--- src/hw/ex_ops_pkg.sv ---
// Opcode enums for the ALU and the multiplier, imported by the issue register and both units
package ex_ops_pkg;

  ////////////////////////////////////////////////////////////////////
  // ALU operations
  ////////////////////////////////////////////////////////////////////

  // Arithmetic, logic and shifts write a result
  // Branch compares only drive the comparison flag
  typedef enum logic [3:0] {
    ALU_ADD  = 4'd0,
    ALU_SUB  = 4'd1,
    ALU_AND  = 4'd2,
    ALU_OR   = 4'd3,
    ALU_XOR  = 4'd4,
    ALU_SLL  = 4'd5,
    ALU_SRL  = 4'd6,
    ALU_SRA  = 4'd7,
    ALU_SLT  = 4'd8,
    ALU_SLTU = 4'd9,
    ALU_EQ   = 4'd10,
    ALU_NE   = 4'd11,
    ALU_LT   = 4'd12,
    ALU_GE   = 4'd13
  } alu_op_e;

  ////////////////////////////////////////////////////////////////////
  // Multiplier operations
  ////////////////////////////////////////////////////////////////////

  // Low product in one cycle, high products take three
  typedef enum logic [1:0] {
    MUL_LO  = 2'd0,
    MUL_HSS = 2'd1,
    MUL_HUU = 2'd2,
    MUL_HSU = 2'd3
  } mult_op_e;

endpackage

--- src/hw/core_pkg.sv ---
// Core-wide data and register-index widths with their types, shared by all execute-stage blocks
package core_pkg;

  // Integer datapath width
  localparam int XLEN = 32;

  // Register file has 32 entries
  localparam int REG_AW = 5;

  // One data word
  typedef logic [XLEN-1:0] word_t;

  // Register index
  typedef logic [REG_AW-1:0] reg_addr_t;

endpackage
--- src/hw/ex_top.sv ---
// Top of the execute stage, joining the ID/EX register, ALU, multiplier and stage control
`timescale 1ns/1ps

module ex_top
  import ex_ops_pkg::*, core_pkg::*;
(
  input  logic      clk,
  input  logic      rst_n,

  // Issue from decode
  input  logic      issue_valid_i,
  input  alu_op_e   alu_op_i,
  input  logic      mult_en_i,
  input  mult_op_e  mult_op_i,
  input  word_t     opa_i,
  input  word_t     opb_i,
  input  word_t     opc_i,
  input  logic      branch_i,
  input  logic      csr_access_i,
  input  word_t     csr_rdata_i,
  input  logic      rf_we_i,
  input  reg_addr_t rf_waddr_i,
  output logic      issue_ready_o,

  // Stall levels
  input  logic      lsu_ready_i,
  input  logic      wb_ready_i,

  output logic      fw_we_o,
  output reg_addr_t fw_waddr_o,
  output word_t     fw_wdata_o,

  output logic      branch_valid_o,
  output logic      branch_decision_o,
  output word_t     jump_target_o,

  output logic      wb_we_o,
  output reg_addr_t wb_waddr_o,
  output word_t     wb_wdata_o,

  output logic      mult_multicycle_o
);

  // Stored instruction
  alu_op_e   ex_alu_op;
  logic      ex_mult_en;
  mult_op_e  ex_mult_op;
  word_t     ex_opa;
  word_t     ex_opb;
  word_t     ex_opc;
  logic      ex_branch;
  logic      ex_csr_access;
  word_t     ex_csr_rdata;
  logic      ex_rf_we;
  reg_addr_t ex_rf_waddr;
  logic      ex_busy;

  // Unit outputs
  word_t     alu_result;
  logic      alu_cmp;
  logic      alu_ready;
  word_t     mult_result;
  logic      mult_ready;
  logic      ex_ready;

  assign issue_ready_o = ex_ready;

  ////////////////////////////////////////////////////////////////////
  // ID/EX register
  ////////////////////////////////////////////////////////////////////

  ex_issue_reg issue_reg_i (
    .clk           (clk),
    .rst_n         (rst_n),
    .issue_valid_i (issue_valid_i),
    .alu_op_i      (alu_op_i),
    .mult_en_i     (mult_en_i),
    .mult_op_i     (mult_op_i),
    .opa_i         (opa_i),
    .opb_i         (opb_i),
    .opc_i         (opc_i),
    .branch_i      (branch_i),
    .csr_access_i  (csr_access_i),
    .csr_rdata_i   (csr_rdata_i),
    .rf_we_i       (rf_we_i),
    .rf_waddr_i    (rf_waddr_i),
    .ex_ready_i    (ex_ready),
    .alu_op_o      (ex_alu_op),
    .mult_en_o     (ex_mult_en),
    .mult_op_o     (ex_mult_op),
    .opa_o         (ex_opa),
    .opb_o         (ex_opb),
    .opc_o         (ex_opc),
    .branch_o      (ex_branch),
    .csr_access_o  (ex_csr_access),
    .csr_rdata_o   (ex_csr_rdata),
    .rf_we_o       (ex_rf_we),
    .rf_waddr_o    (ex_rf_waddr),
    .busy_o        (ex_busy)
  );

  ////////////////////////////////////////////////////////////////////
  // Functional units
  ////////////////////////////////////////////////////////////////////

  ex_alu alu_i (
    .clk                 (clk),
    .rst_n               (rst_n),
    .operator_i          (ex_alu_op),
    .operand_a_i         (ex_opa),
    .operand_b_i         (ex_opb),
    .result_o            (alu_result),
    .comparison_result_o (alu_cmp),
    .ready_o             (alu_ready)
  );

  // Multiplier shares operands a and b with the ALU
  ex_mult mult_i (
    .clk          (clk),
    .rst_n        (rst_n),
    .enable_i     (ex_mult_en),
    .operator_i   (ex_mult_op),
    .op_a_i       (ex_opa),
    .op_b_i       (ex_opb),
    .ex_ready_i   (ex_ready),
    .result_o     (mult_result),
    .multicycle_o (mult_multicycle_o),
    .ready_o      (mult_ready)
  );

  ////////////////////////////////////////////////////////////////////
  // Stage control and EX/WB
  ////////////////////////////////////////////////////////////////////

  ex_stage stage_i (
    .clk               (clk),
    .rst_n             (rst_n),
    .busy_i            (ex_busy),
    .mult_en_i         (ex_mult_en),
    .csr_access_i      (ex_csr_access),
    .branch_i          (ex_branch),
    .opc_i             (ex_opc),
    .rf_we_i           (ex_rf_we),
    .rf_waddr_i        (ex_rf_waddr),
    .alu_result_i      (alu_result),
    .mult_result_i     (mult_result),
    .csr_rdata_i       (ex_csr_rdata),
    .alu_cmp_i         (alu_cmp),
    .alu_ready_i       (alu_ready),
    .mult_ready_i      (mult_ready),
    .lsu_ready_i       (lsu_ready_i),
    .wb_ready_i        (wb_ready_i),
    .ex_ready_o        (ex_ready),
    .fw_we_o           (fw_we_o),
    .fw_waddr_o        (fw_waddr_o),
    .fw_wdata_o        (fw_wdata_o),
    .branch_valid_o    (branch_valid_o),
    .branch_decision_o (branch_decision_o),
    .jump_target_o     (jump_target_o),
    .wb_we_o           (wb_we_o),
    .wb_waddr_o        (wb_waddr_o),
    .wb_wdata_o        (wb_wdata_o)
  );

endmodule

--- src/hw/ex_stage.sv ---
// Execute-stage control with result select, forwarding, stall rules and the EX/WB register
`timescale 1ns/1ps

module ex_stage
  import core_pkg::*;
(
  input  logic      clk,
  input  logic      rst_n,

  // Instruction in EX
  input  logic      busy_i,
  input  logic      mult_en_i,
  input  logic      csr_access_i,
  input  logic      branch_i,
  input  word_t     opc_i,
  input  logic      rf_we_i,
  input  reg_addr_t rf_waddr_i,

  // Unit results
  input  word_t     alu_result_i,
  input  word_t     mult_result_i,
  input  word_t     csr_rdata_i,
  input  logic      alu_cmp_i,
  input  logic      alu_ready_i,
  input  logic      mult_ready_i,

  // Back-pressure from LSU and WB
  input  logic      lsu_ready_i,
  input  logic      wb_ready_i,

  output logic      ex_ready_o,

  // Forward path to decode
  output logic      fw_we_o,
  output reg_addr_t fw_waddr_o,
  output word_t     fw_wdata_o,

  // Branch outcome to fetch
  output logic      branch_valid_o,
  output logic      branch_decision_o,
  output word_t     jump_target_o,

  // EX/WB register
  output logic      wb_we_o,
  output reg_addr_t wb_waddr_o,
  output word_t     wb_wdata_o
);

  logic units_ready;
  logic ex_valid;

  // Multiplier first, then CSR, then ALU
  assign fw_wdata_o = mult_en_i    ? mult_result_i :
                      csr_access_i ? csr_rdata_i   :
                                     alu_result_i;

  // Branches never write a register
  assign fw_we_o    = rf_we_i & busy_i & ~branch_i;
  assign fw_waddr_o = rf_waddr_i;

  assign branch_valid_o    = branch_i & busy_i;
  assign branch_decision_o = alu_cmp_i;
  assign jump_target_o     = opc_i;

  ////////////////////////////////////////////////////////////////////
  // Stall rules
  ////////////////////////////////////////////////////////////////////

  assign units_ready = alu_ready_i & mult_ready_i & lsu_ready_i & wb_ready_i;

  // Valid heads right and ready heads left, so valid ignores ex_ready
  assign ex_valid = units_ready & busy_i;

  // A branch resolves in EX and can leave even when LSU or WB stall
  assign ex_ready_o = units_ready | (branch_i & busy_i) | (~busy_i & wb_ready_i);

  ////////////////////////////////////////////////////////////////////
  // EX/WB register
  ////////////////////////////////////////////////////////////////////

  always_ff @(posedge clk, negedge rst_n)
  begin
    if (!rst_n)
    begin
      wb_we_o <= 1'b0;
    end
    else if (ex_valid)
    begin
      wb_we_o <= fw_we_o;
    end
    else if (wb_ready_i)
    begin
      // Nothing new arrives, so flush the old write
      wb_we_o <= 1'b0;
    end
  end

  always_ff @(posedge clk)
  begin
    if (ex_valid && fw_we_o)
    begin
      wb_waddr_o <= fw_waddr_o;
      wb_wdata_o <= fw_wdata_o;
    end
  end

endmodule

--- src/hw/ex_mult.sv ---
// Integer multiplier for the execute stage, low product in one cycle and high products in three
`timescale 1ns/1ps

module ex_mult
  import ex_ops_pkg::*, core_pkg::*;
(
  input  logic     clk,
  input  logic     rst_n,

  input  logic     enable_i,
  input  mult_op_e operator_i,
  input  word_t    op_a_i,
  input  word_t    op_b_i,

  // Result is consumed when the stage is ready
  input  logic     ex_ready_i,

  output word_t    result_o,
  output logic     multicycle_o,
  output logic     ready_o
);

  typedef enum logic [1:0] {
    MS_IDLE,
    MS_STEP,
    MS_FINISH
  } mult_state_e;

  mult_state_e state_q;
  mult_state_e state_d;

  logic               high_op;
  logic               sign_a;
  logic               sign_b;
  logic signed [32:0] a_ext;
  logic signed [32:0] b_ext;
  logic signed [16:0] a_lo;
  logic signed [16:0] a_hi;
  logic signed [49:0] pp_lo;
  logic signed [49:0] pp_hi;
  logic signed [65:0] acc_q;
  word_t              low_result;

  ////////////////////////////////////////////////////////////////////
  // Operand preparation
  ////////////////////////////////////////////////////////////////////

  assign high_op = enable_i & (operator_i != MUL_LO);

  // HSU treats only a as signed
  assign sign_a = (operator_i == MUL_HSS) || (operator_i == MUL_HSU);
  assign sign_b = (operator_i == MUL_HSS);

  assign a_ext = {sign_a & op_a_i[XLEN-1], op_a_i};
  assign b_ext = {sign_b & op_b_i[XLEN-1], op_b_i};

  // Lower half of a is always a positive 16-bit slice
  assign a_lo = {1'b0, a_ext[15:0]};
  assign a_hi = a_ext[32:16];

  // Two 16x33 partial products
  assign pp_lo = 50'(a_lo) * 50'(b_ext);
  assign pp_hi = 50'(a_hi) * 50'(b_ext);

  // Low word does not depend on signedness
  assign low_result = op_a_i * op_b_i;

  ////////////////////////////////////////////////////////////////////
  // Sequencing
  ////////////////////////////////////////////////////////////////////

  always_comb
  begin
    state_d = state_q;
    ready_o = 1'b1;
    unique case (state_q)
      MS_IDLE:
      begin
        // Lower partial product goes into the accumulator now
        if (high_op)
        begin
          ready_o = 1'b0;
          state_d = MS_STEP;
        end
      end
      MS_STEP:
      begin
        ready_o = 1'b0;
        state_d = MS_FINISH;
      end
      MS_FINISH:
      begin
        // Hold the product until the stage moves on
        if (ex_ready_i)
        begin
          state_d = MS_IDLE;
        end
      end
      default: state_d = MS_IDLE;
    endcase
  end

  always_ff @(posedge clk, negedge rst_n)
  begin
    if (!rst_n)
    begin
      state_q <= MS_IDLE;
    end
    else
    begin
      state_q <= state_d;
    end
  end

  // Upper partial product is weighted by 2^16
  always_ff @(posedge clk)
  begin
    if (state_q == MS_IDLE && high_op)
    begin
      acc_q <= 66'(pp_lo);
    end
    else if (state_q == MS_STEP)
    begin
      acc_q <= acc_q + (66'(pp_hi) <<< 16);
    end
  end

  assign result_o     = (operator_i == MUL_LO) ? low_result : acc_q[63:32];
  assign multicycle_o = (state_q != MS_IDLE);

endmodule

--- src/hw/ex_alu.sv ---
// Single-cycle integer ALU for the execute stage, also producing the branch comparison flag
`timescale 1ns/1ps

module ex_alu
  import ex_ops_pkg::*, core_pkg::*;
(
  // Reserved for a later multi-cycle operation such as divide
  input  logic    clk,
  input  logic    rst_n,

  input  alu_op_e operator_i,
  input  word_t   operand_a_i,
  input  word_t   operand_b_i,

  output word_t   result_o,
  output logic    comparison_result_o,
  output logic    ready_o
);

  // Bit reversal lets one right shifter serve left shifts too
  function automatic word_t bit_rev(input word_t v);
    word_t r;
    for (int i = 0; i < XLEN; i++)
    begin
      r[i] = v[XLEN-1-i];
    end
    return r;
  endfunction

  logic               adder_sub;
  word_t              adder_b;
  logic [XLEN:0]      adder_sum;
  logic               is_equal;
  logic               less_signed;
  logic               less_unsigned;
  logic               shift_left;
  logic [4:0]         shamt;
  word_t              shift_in;
  logic signed [XLEN:0] shift_ext;
  word_t              shift_right;
  word_t              shift_result;

  ////////////////////////////////////////////////////////////////////
  // Shared adder
  ////////////////////////////////////////////////////////////////////

  // Everything except ADD runs as a - b
  assign adder_sub = (operator_i != ALU_ADD);
  assign adder_b   = adder_sub ? ~operand_b_i : operand_b_i;
  assign adder_sum = {1'b0, operand_a_i} + {1'b0, adder_b} + {{XLEN{1'b0}}, adder_sub};

  // Zero difference means equal operands
  assign is_equal = (adder_sum[XLEN-1:0] == '0);

  // Differing signs decide directly, otherwise the difference sign does
  assign less_signed = (operand_a_i[XLEN-1] ^ operand_b_i[XLEN-1]) ?
                       operand_a_i[XLEN-1] : adder_sum[XLEN-1];

  // No carry out of a - b is a borrow
  assign less_unsigned = ~adder_sum[XLEN];

  ////////////////////////////////////////////////////////////////////
  // Barrel shifter
  ////////////////////////////////////////////////////////////////////

  assign shift_left  = (operator_i == ALU_SLL);
  assign shamt       = operand_b_i[4:0];
  assign shift_in    = shift_left ? bit_rev(operand_a_i) : operand_a_i;

  // Extra top bit carries the sign for SRA only
  assign shift_ext   = {(operator_i == ALU_SRA) & shift_in[XLEN-1], shift_in};
  assign shift_right = word_t'(shift_ext >>> shamt);

  assign shift_result = shift_left ? bit_rev(shift_right) : shift_right;

  ////////////////////////////////////////////////////////////////////
  // Result and comparison
  ////////////////////////////////////////////////////////////////////

  always_comb
  begin
    result_o = '0;
    unique case (operator_i)
      ALU_ADD,
      ALU_SUB:  result_o = adder_sum[XLEN-1:0];
      ALU_AND:  result_o = operand_a_i & operand_b_i;
      ALU_OR:   result_o = operand_a_i | operand_b_i;
      ALU_XOR:  result_o = operand_a_i ^ operand_b_i;
      ALU_SLL,
      ALU_SRL,
      ALU_SRA:  result_o = shift_result;
      ALU_SLT:  result_o = {{(XLEN-1){1'b0}}, less_signed};
      ALU_SLTU: result_o = {{(XLEN-1){1'b0}}, less_unsigned};
      // Branch compares leave the result at zero
      default:  result_o = '0;
    endcase
  end

  always_comb
  begin
    comparison_result_o = 1'b0;
    unique case (operator_i)
      ALU_EQ:  comparison_result_o = is_equal;
      ALU_NE:  comparison_result_o = ~is_equal;
      ALU_LT:  comparison_result_o = less_signed;
      ALU_GE:  comparison_result_o = ~less_signed;
      default: comparison_result_o = 1'b0;
    endcase
  end

  // All current ops finish in the cycle they arrive
  assign ready_o = 1'b1;

endmodule

--- src/hw/ex_issue_reg.sv ---
// ID/EX pipeline register that captures one decoded instruction and holds it while EX stalls
`timescale 1ns/1ps

module ex_issue_reg
  import ex_ops_pkg::*, core_pkg::*;
(
  input  logic      clk,
  input  logic      rst_n,

  // From decode
  input  logic      issue_valid_i,
  input  alu_op_e   alu_op_i,
  input  logic      mult_en_i,
  input  mult_op_e  mult_op_i,
  input  word_t     opa_i,
  input  word_t     opb_i,
  input  word_t     opc_i,
  input  logic      branch_i,
  input  logic      csr_access_i,
  input  word_t     csr_rdata_i,
  input  logic      rf_we_i,
  input  reg_addr_t rf_waddr_i,

  // Stage can take a new instruction
  input  logic      ex_ready_i,

  // Stored copy towards EX
  output alu_op_e   alu_op_o,
  output logic      mult_en_o,
  output mult_op_e  mult_op_o,
  output word_t     opa_o,
  output word_t     opb_o,
  output word_t     opc_o,
  output logic      branch_o,
  output logic      csr_access_o,
  output word_t     csr_rdata_o,
  output logic      rf_we_o,
  output reg_addr_t rf_waddr_o,
  output logic      busy_o
);

  // Control bits drop to zero on a bubble so no unit acts on stale fields
  always_ff @(posedge clk, negedge rst_n)
  begin
    if (!rst_n)
    begin
      busy_o       <= 1'b0;
      mult_en_o    <= 1'b0;
      branch_o     <= 1'b0;
      csr_access_o <= 1'b0;
      rf_we_o      <= 1'b0;
    end
    else if (ex_ready_i)
    begin
      busy_o       <= issue_valid_i;
      mult_en_o    <= issue_valid_i & mult_en_i;
      branch_o     <= issue_valid_i & branch_i;
      csr_access_o <= issue_valid_i & csr_access_i;
      rf_we_o      <= issue_valid_i & rf_we_i;
    end
  end

  // Operation and operand fields
  always_ff @(posedge clk)
  begin
    if (ex_ready_i && issue_valid_i)
    begin
      alu_op_o    <= alu_op_i;
      mult_op_o   <= mult_op_i;
      opa_o       <= opa_i;
      opb_o       <= opb_i;
      opc_o       <= opc_i;
      csr_rdata_o <= csr_rdata_i;
      rf_waddr_o  <= rf_waddr_i;
    end
  end

endmodule

--- config.mk ---
export PLATFORM = sky130hd
export DESIGN_NAME = ex_top
export DESIGN_NICKNAME = d
export VERILOG_FILES = /design/src/hw/ex_ops_pkg.sv /design/src/hw/core_pkg.sv /design/src/hw/ex_top.sv /design/src/hw/ex_stage.sv /design/src/hw/ex_mult.sv /design/src/hw/ex_alu.sv /design/src/hw/ex_issue_reg.sv
export SDC_FILE = /design/constraint.sdc
export NUM_CORES = 2
export LEC_CHECK = 0
export ABC_AREA = 1
export BUFFER_PORTS_ARGS = -buffer_cell sky130_fd_sc_hd__buf_2
export CORE_ASPECT_RATIO = 0.7
export CORE_MARGIN = 4
export CORE_UTILIZATION = 55
export CTS_BUF_LIST = sky130_fd_sc_hd__clkbuf_16
export CTS_CLUSTER_SIZE = 8
export DETAILED_ROUTE_END_ITERATION = 8
export PLACE_DENSITY = 0.7
export SYNTH_ARGS = -nofsm -noshare
export SYNTH_HDL_FRONTEND = slang
export SYNTH_SLANG_ARGS = --single-unit
--- constraint.sdc ---
create_clock -name clk -period 14.33 [get_ports clk]
set_clock_uncertainty 0.1 [all_clocks]
set_input_delay 0.7165 -clock clk [delete_from_list [all_inputs] [get_ports clk]]
set_output_delay 0.7165 -clock clk [all_outputs]
set_load 0.05 [all_outputs]
# After elaboration in Yosys (flattened, before gate mapping)
# Index checks and enable logic that the tools add are counted.
# classes
reduce_logical	16
mux	18
eq_ne	19
n_lt_le_gt_ge	0
bitwise	27
add_sub_neg	3
multipliers	3
div_mod_pow	0
shifts	1
# ops
operator	count
$pmux W32 S7	1
$mux W32	6
$mux W66	2
$mul A17 B33 Y50	2
$add A66 B66 Y66	1
$add A32 B32 Y33	1
$add A33 B1 Y33	1
$sshr A33 B5 Y32	1
$and A32 B32 Y32	1
$logic_not A32 Y1	1
$mul A32 B32 Y32	1
$not A32 Y32	1
$or A32 B32 Y32	1
$xor A32 B32 Y32	1
$eq A4 B4 Y1 const B	6
$eq A4 B3 Y1 const B	4
$and A1 B1 Y1	15
$eq A4 B2 Y1 const B	2
$reduce_bool A2 Y1	4
$pmux W2 S3	1
$not A1 Y1	5
$eq A2 B1 Y1 const B	2
$eq A2 B2 Y1 const B	2
$eq A4 B1 Y1 const B	1
other kinds (16)	24
# word_totals
in_bits	148
romBits	0
regBits	250
latch_bits	0
memories	0
out_inout_bits	112
mem_bits_rw	0
word_cells	104

# Longest topological paths before layout
# logic_depth
depth_word	10
mapped_depth	45
ltp_nobuf	42

# Cells and area by module
# Synthesis repeated with hierarchy kept, for this count alone.
# unflattened
cells_unflattened	9481
hier_area_um2	72513.3
# by_module_without_submodules
mod	seq_area_each_um2	cells_per_inst	n_inst	area_per_inst_um2
ex_mult	1491.4	7510	1	58009.4
ex_alu	0.0	1478	1	7578.5
ex_issue_reg	4299.1	161	1	4367.9
ex_stage	1136.1	332	1	2557.5

# Worst setup path before layout
# OpenSTA, ideal clock, no wires.
# synth_timing
path_kind	flip-flop to output port
startpoint	register issue_reg_i.opb_o[2]
endpoint	output fw_wdata_o[28]
slack_ns	6.439
arrival_time_ns	7.074
n_path_buf	3
t_required_ns	13.514
stages_incl_launch_ff	30
path_cell_list	edfxtp_1 -> buf_2 -> buf_1 -> clkbuf_1 -> nand2_1 -> inv_1 -> fa_1 -> fa_1 -> inv_1 -> fa_1 -> inv_1 -> fa_1 -> inv_1 -> fa_1 -> inv_1 -> fa_1 -> fa_1 -> inv_1 -> fa_1 -> inv_1 -> ha_1 -> a21oi_1 -> o21ai_0 -> a21oi_1 -> nand3_1 -> a21o_1 -> a21oi_1 -> xor2_1 -> o21ai_0 -> nand2_1
# synth_via
elab_chain_len	7
elab_cells_between_ends	11
classes_between	add/sub: 2; mul: 1; shift: 1; mux: 6; bitwise: 1
# synth_lines
item	line_no	text
start: declaration	ex_issue_reg.sv:32	output word_t opb_o,
start signal: assignment	ex_issue_reg.sv:71	opb_o <= opb_i;
$not A32 Y32	ex_alu.sv:49	assign adder_b = adder_sub ? ~operand_b_i : operand_b_i;
$mux W32	ex_alu.sv:49	
$add A32 B32 Y33	ex_alu.sv:50	assign adder_sum = {1'b0, operand_a_i} + {1'b0, adder_b} + {{XLEN{1'b0}}, adder_sub};
$add A33 B1 Y33	ex_alu.sv:50	
$pmux W32 S7	ex_alu.sv:83	unique case (operator_i)
$mux W32	ex_stage.sv:54	csr_access_i ? csr_rdata_i :
$mux W32 *	ex_stage.sv:53	assign fw_wdata_o = mult_en_i ? mult_result_i :
end: declaration	ex_top.sv:31	output word_t fw_wdata_o,
# Every way passes the cells marked *; elsewhere a longest branch is shown, timed or not.

# Worst setup path after layout
# layout_timing
startpoint	register issue_reg_i.opa_o[31]
endpoint	register mult_i.acc_q[57] (data pin)
# layout_via
elab_chain_len	5
# layout_lines
item	line_no	text
start: declaration	ex_issue_reg.sv:31	output word_t opa_o,
start signal: assignment	ex_issue_reg.sv:70	opa_o <= opa_i;
$and A1 B1 Y1	ex_mult.sv:54	assign a_ext = {sign_a & op_a_i[XLEN-1], op_a_i};
$mul A17 B33 Y50 *	ex_mult.sv:63	assign pp_hi = 50'(a_hi) * 50'(b_ext);
$add A66 B66 Y66 *	ex_mult.sv:124	acc_q <= acc_q + (66'(pp_hi) <<< 16);
$mux W66 *	ex_mult.sv:122	else if (state_q == MS_STEP)
$mux W66 *	ex_mult.sv:118	if (state_q == MS_IDLE && high_op)
end signal: assignment	ex_mult.sv:120	acc_q <= 66'(pp_lo);
end signal: assignment	ex_mult.sv:124	
end: declaration	ex_mult.sv:41	logic signed [65:0] acc_q;
# Every way passes the cells marked *; elsewhere a longest branch is shown, timed or not. The select of a mux whose other input is x is not followed.
# A chain may end at the register's enable or synchronous reset.

==> qor.tcl <==
set qor(route.top_layer_used) {met5}
set qor(grt_overflow) 0
set qor(cts_max_path_buffers) 3
set qor(netlist-cell-type-count) 60
set qor(critical-path-top-delay-family) {adder cells}
set qor(synth-edff-count) 224
set qor(clockRootBuffer) {sky130_fd_sc_hd__clkbuf_16}
set qor(ys_seq_elements) 232
set qor(place.port_buffers) 259
set qor(critical_path.n_buffers_inverters) 6
set qor(tritoncts) {built}
set qor(critPathMaxFanout) 36
set qor(syn_to_final_growth_pct) 5.99
set qor(global_route.usage.total_pct) 40.7
set qor(route.detailed.vias_per_inst) 5.67
set qor(drive_above_1_share_pct) 5.47
set qor(first_global_vias) 61200
set qor(cp_data_arrival_time_ps) 10750
set qor(number_of_endpoints_with_negative_hold_slack_in_the_final_report) 0
set qor(worst_setup_path_end_kind) {flop}
set qor(ctsHtreeMaxLevel) 2
set qor(synth_top_family_by_area) {adder cells}
set qor(critical-path-max-stage-delay_ps) 820
set qor(cp.required_ps) 14610
set qor(mapped_cell_area_sq_mm) 0.0693
set qor(dpl-instance-area_sq_mm) 0.0721
set qor(cp_common_cell) {sky130_fd_sc_hd__fa_1}
set qor(critical-path-slowest-cell) {sky130_fd_sc_hd__nand2_1}
set qor(whs_ps) 121
set qor(wire_length_of_the_first_global_routing_pass_mm) 396
set qor(setup_viol_count_final) 0
set qor(final-max-slew-violation-count) 0
set qor(post-cts-setup-buffers) 0
set qor(yosysWarningCount) 0
set qor(muxShareOfSynthArea_pct) 0.0163
set qor(postRouteAntennaNets) 0
set qor(gp_congestion) 1.07
set qor(tightestPinTransition_ps) 1430
set qor(dieArea_sq_mm) 0.132
set qor(grt_max_degree) 67
set qor(nature_of_the_critical_path_startpoint) {flop}
set qor(net_count_final) 10900
set qor(synth_xor_area_share_pct) 2.45
set qor(fin_crit_sh_pct) 73.0
set qor(drtPass1Iterations) 9
set qor(sum_of_met2_wire_segment_lengths_after_detailed_routing_mm) 104
set qor(post-dp-hpwl_mm) 215
set qor(synth-seq-area-share_pct) 10.0
set qor(ys.flop_type) {sky130_fd_sc_hd__edfxtp_1}
set qor(floorplan.initialDensity_pct) 55.7
set qor(post_cts_resized) 0
set qor(remaining_drc_errors) 0
set qor(floorplan.rows) 108
set qor(clkTransAtPathRegs_ps) 70
set qor(post_drt_wl_per_cell_um) 25.3
set qor(fp.coreArea_sq_mm) 0.124
set qor(detailroute.wirelength.met3_mm) 42.7
set qor(rsz_0062_raised_after_global_routing) {no}
set qor(synth_async_sr_flop_share_pct) 3.45
set qor(wirelength_met1_mm) 109
set qor(die_height_um) 305
set qor(initial_antenna_violation_count) 14
set qor(clk_latency_ps) 670
set qor(netlist_instances) 8726
set qor(yosys.area_share.simple_pct) 16.8
set qor(die_x_um) 432
set qor(max_freq_mhz) 95.6
set qor(run_status) {complete, no violations}
set qor(cts_made_buffers) 39
set qor(drt-total-wl_mm) 266
set qor(synth_compound_area_share_pct) 5.69
set qor(via_count) 59500
set qor(cts.sink_count) 232
set qor(maxCapViolations) 0
set qor(synth-adder-area-share_pct) 49.4
set qor(finalSetupTns_ps) 0
set qor(final_period_minus_worst_setup_slack_ps) 10470
set qor(floorplan.io_pins) 260
set qor(design_area_sq_mm) 0.0734
set qor(detail_route.iter0.violations) 7758
set qor(post_synth.cell_area_avg_sq_um) 7.94
set qor(critPathKind) {reg -> reg}
set qor(maxSlewHeadroom_pct) 4.42
set qor(holdBufCountCts) 1
set qor(synth.net_count) 10800
set qor(worst_min_path_class) {in -> reg}
-- sequential cells by signal, indices dropped and copies added, names as in the netlist, 5 cells and up --
signal and count:
issue_reg_i.opc_o 32, stage_i.wb_waddr_o 5, issue_reg_i.opb_o 32, issue_reg_i.opa_o 32
issue_reg_i.csr_rdata_o 32, issue_reg_i.rf_waddr_o 5, stage_i.wb_wdata_o 32, mult_i.acc_q 48
-- metal layers --
metal / GRT usage [%] / vias up
met5: 0 / -
met1: 59.0 / 29200
li1: - / 25800
met2: 55.9 / 3952
met4: 12.4 / 18
met3: 16.4 / 510
-- area by class of cell --
type,count,area [sq um]
fill,11400,51000
clock buffer,39,976
multi-input combinational,5636,51500
tap,1650,2060
inverter,2532,9510
timing repair buffer,365,2110
antenna,3,7.51
clock inverter,28,287
sequential,232,6930
-- Yosys cell counts (3+ instances only) --
library cell                number  area, sq um
sky130_fd_sc_hd__nand2_1      1924         7220
sky130_fd_sc_hd__o31ai_1         5         37.5
sky130_fd_sc_hd__dfrtp_1         8          200
sky130_fd_sc_hd__and3_1          5         31.3
sky130_fd_sc_hd__a32oi_1         6         52.6
sky130_fd_sc_hd__ha_1          500         6260
sky130_fd_sc_hd__o2111ai_1       7         61.3
sky130_fd_sc_hd__nand4_1        22          138
sky130_fd_sc_hd__clkinv_1        3         11.3
sky130_fd_sc_hd__nand3_2         6         60.1
sky130_fd_sc_hd__fa_1         1397        28000
sky130_fd_sc_hd__o21ai_0       183          916
sky130_fd_sc_hd__buf_6           5         56.3
sky130_fd_sc_hd__nor4_1         10         62.6
sky130_fd_sc_hd__a22oi_1         7         52.6
sky130_fd_sc_hd__clkbuf_1      250          938
sky130_fd_sc_hd__o21ai_2         6         52.6
sky130_fd_sc_hd__a221oi_1       20          175
sky130_fd_sc_hd__o211ai_1        9         67.6
sky130_fd_sc_hd__a21o_1         19          143
sky130_fd_sc_hd__inv_2           7         26.3
sky130_fd_sc_hd__a21boi_0        7         52.6
sky130_fd_sc_hd__a31oi_1        37          231
sky130_fd_sc_hd__a21oi_1       301         1510
sky130_fd_sc_hd__o221ai_1       11         96.3
sky130_fd_sc_hd__or2_2          19          119
sky130_fd_sc_hd__nand2_2        12         75.1
sky130_fd_sc_hd__o22ai_1        10         62.6
sky130_fd_sc_hd__inv_1        2522         9470
sky130_fd_sc_hd__a211oi_1        8         60.1
sky130_fd_sc_hd__buf_1          26         97.6
sky130_fd_sc_hd__nand3b_1        8         60.1
sky130_fd_sc_hd__buf_4           3         22.5
sky130_fd_sc_hd__and2_1          4         25.0
sky130_fd_sc_hd__o21a_1         20          150
sky130_fd_sc_hd__edfxtp_1      224         6730
sky130_fd_sc_hd__nor2_1        356         1340
sky130_fd_sc_hd__nand3_1       441         2210
sky130_fd_sc_hd__o21ai_1         8         40.0
sky130_fd_sc_hd__o21bai_1       15          113
sky130_fd_sc_hd__xnor2_1        72          631
sky130_fd_sc_hd__buf_2          41          205
sky130_fd_sc_hd__nor3_1         40          200
sky130_fd_sc_hd__xor2_1        122         1070
-- stage by stage --
stage	util (%)	setup slack, ps	std cells
after floorplan	-	6440	8726
after global routing	59.0	3650	10500
after detailed placement	58.0	4080	10400
after global placement	58.0	4140	10400
final	59.0	3860	10500
after CTS	59.0	4160	10500
-- worst register-to-register path, delay by kind of cell, from the launching register on --
kind	cells	cell delay [ps]
buffers and inverters	6	1500
xor gates and xnor gates	1	490
adders and majority gates	8	3810
DFF	1	330
AOI/OAI and AO/OA	6	1630
and+or+nand+nor	9	2410
-- kinds of logic after synthesis --
group,Yosys count
DFF,232
xor gates and xnor gates,194
adders and majority gates,1897
buffers and inverters,2858
muxes,1
AOI/OAI and AO/OA,687
and+or+nand+nor,2857
-- cell usage in the layout (no fill, tap or decap), types with 8 or more instances in the layout --
| master | netlist | layout |
|---|---|---|
| sky130_fd_sc_hd__edfxtp_1 | 224 | 224 |
| sky130_fd_sc_hd__ha_1 | 500 | 500 |
| sky130_fd_sc_hd__o22ai_1 | 10 | 10 |
| sky130_fd_sc_hd__a211oi_1 | 8 | 8 |
| sky130_fd_sc_hd__nand2_2 | 12 | 13 |
| sky130_fd_sc_hd__o21ai_1 | 8 | 8 |
| sky130_fd_sc_hd__o221ai_1 | 11 | 11 |
| sky130_fd_sc_hd__a21oi_1 | 301 | 301 |
| sky130_fd_sc_hd__a21o_1 | 19 | 19 |
| sky130_fd_sc_hd__nor4_1 | 10 | 10 |
| sky130_fd_sc_hd__o21a_1 | 20 | 20 |
| sky130_fd_sc_hd__xor2_1 | 122 | 122 |
| sky130_fd_sc_hd__dfrtp_1 | 8 | 8 |
| sky130_fd_sc_hd__fa_1 | 1397 | 1397 |
| sky130_fd_sc_hd__o21bai_1 | 15 | 15 |
| sky130_fd_sc_hd__inv_1 | 2522 | 2534 |
| sky130_fd_sc_hd__nand2_1 | 1924 | 1923 |
| sky130_fd_sc_hd__or2_2 | 19 | 19 |
| sky130_fd_sc_hd__buf_4 | 3 | 104 |
| sky130_fd_sc_hd__o211ai_1 | 9 | 9 |
| sky130_fd_sc_hd__o21ai_0 | 183 | 182 |
| sky130_fd_sc_hd__a221oi_1 | 20 | 20 |
| sky130_fd_sc_hd__nand3b_1 | 8 | 8 |
| sky130_fd_sc_hd__nand4_1 | 22 | 22 |
| sky130_fd_sc_hd__nor3_1 | 40 | 40 |
| sky130_fd_sc_hd__buf_2 | 41 | 259 |
| sky130_fd_sc_hd__nand3_1 | 441 | 441 |
| sky130_fd_sc_hd__clkbuf_16 | 0 | 39 |
| sky130_fd_sc_hd__nor2_1 | 356 | 351 |
| sky130_fd_sc_hd__xnor2_1 | 72 | 72 |
| sky130_fd_sc_hd__a31oi_1 | 37 | 37 |
-- worst paths after layout --
check | slack [ps] | depth (start not counted) | from | endpoint
max | 3860 | 30 | issue_reg_i.opa_o[31] | mult_i.acc_q[57]
min | 120 | 1 | opa_i[15] | issue_reg_i.opa_o[15]
min in group asynchronous | 400 | 2 | rst_n | mult_i.state_q[0]
min reg2reg | 350 | 0 | issue_reg_i.rf_waddr_o[2] | stage_i.wb_waddr_o[2]
max reg2reg | 3860 | 30 | issue_reg_i.opa_o[31] | mult_i.acc_q[57]
max in group asynchronous | 13540 | 2 | rst_n | issue_reg_i.mult_en_o
Power is left out: the tool's default activity adds up to more than one toggle a clock period on the data nets, which glitch-free logic cannot reach.
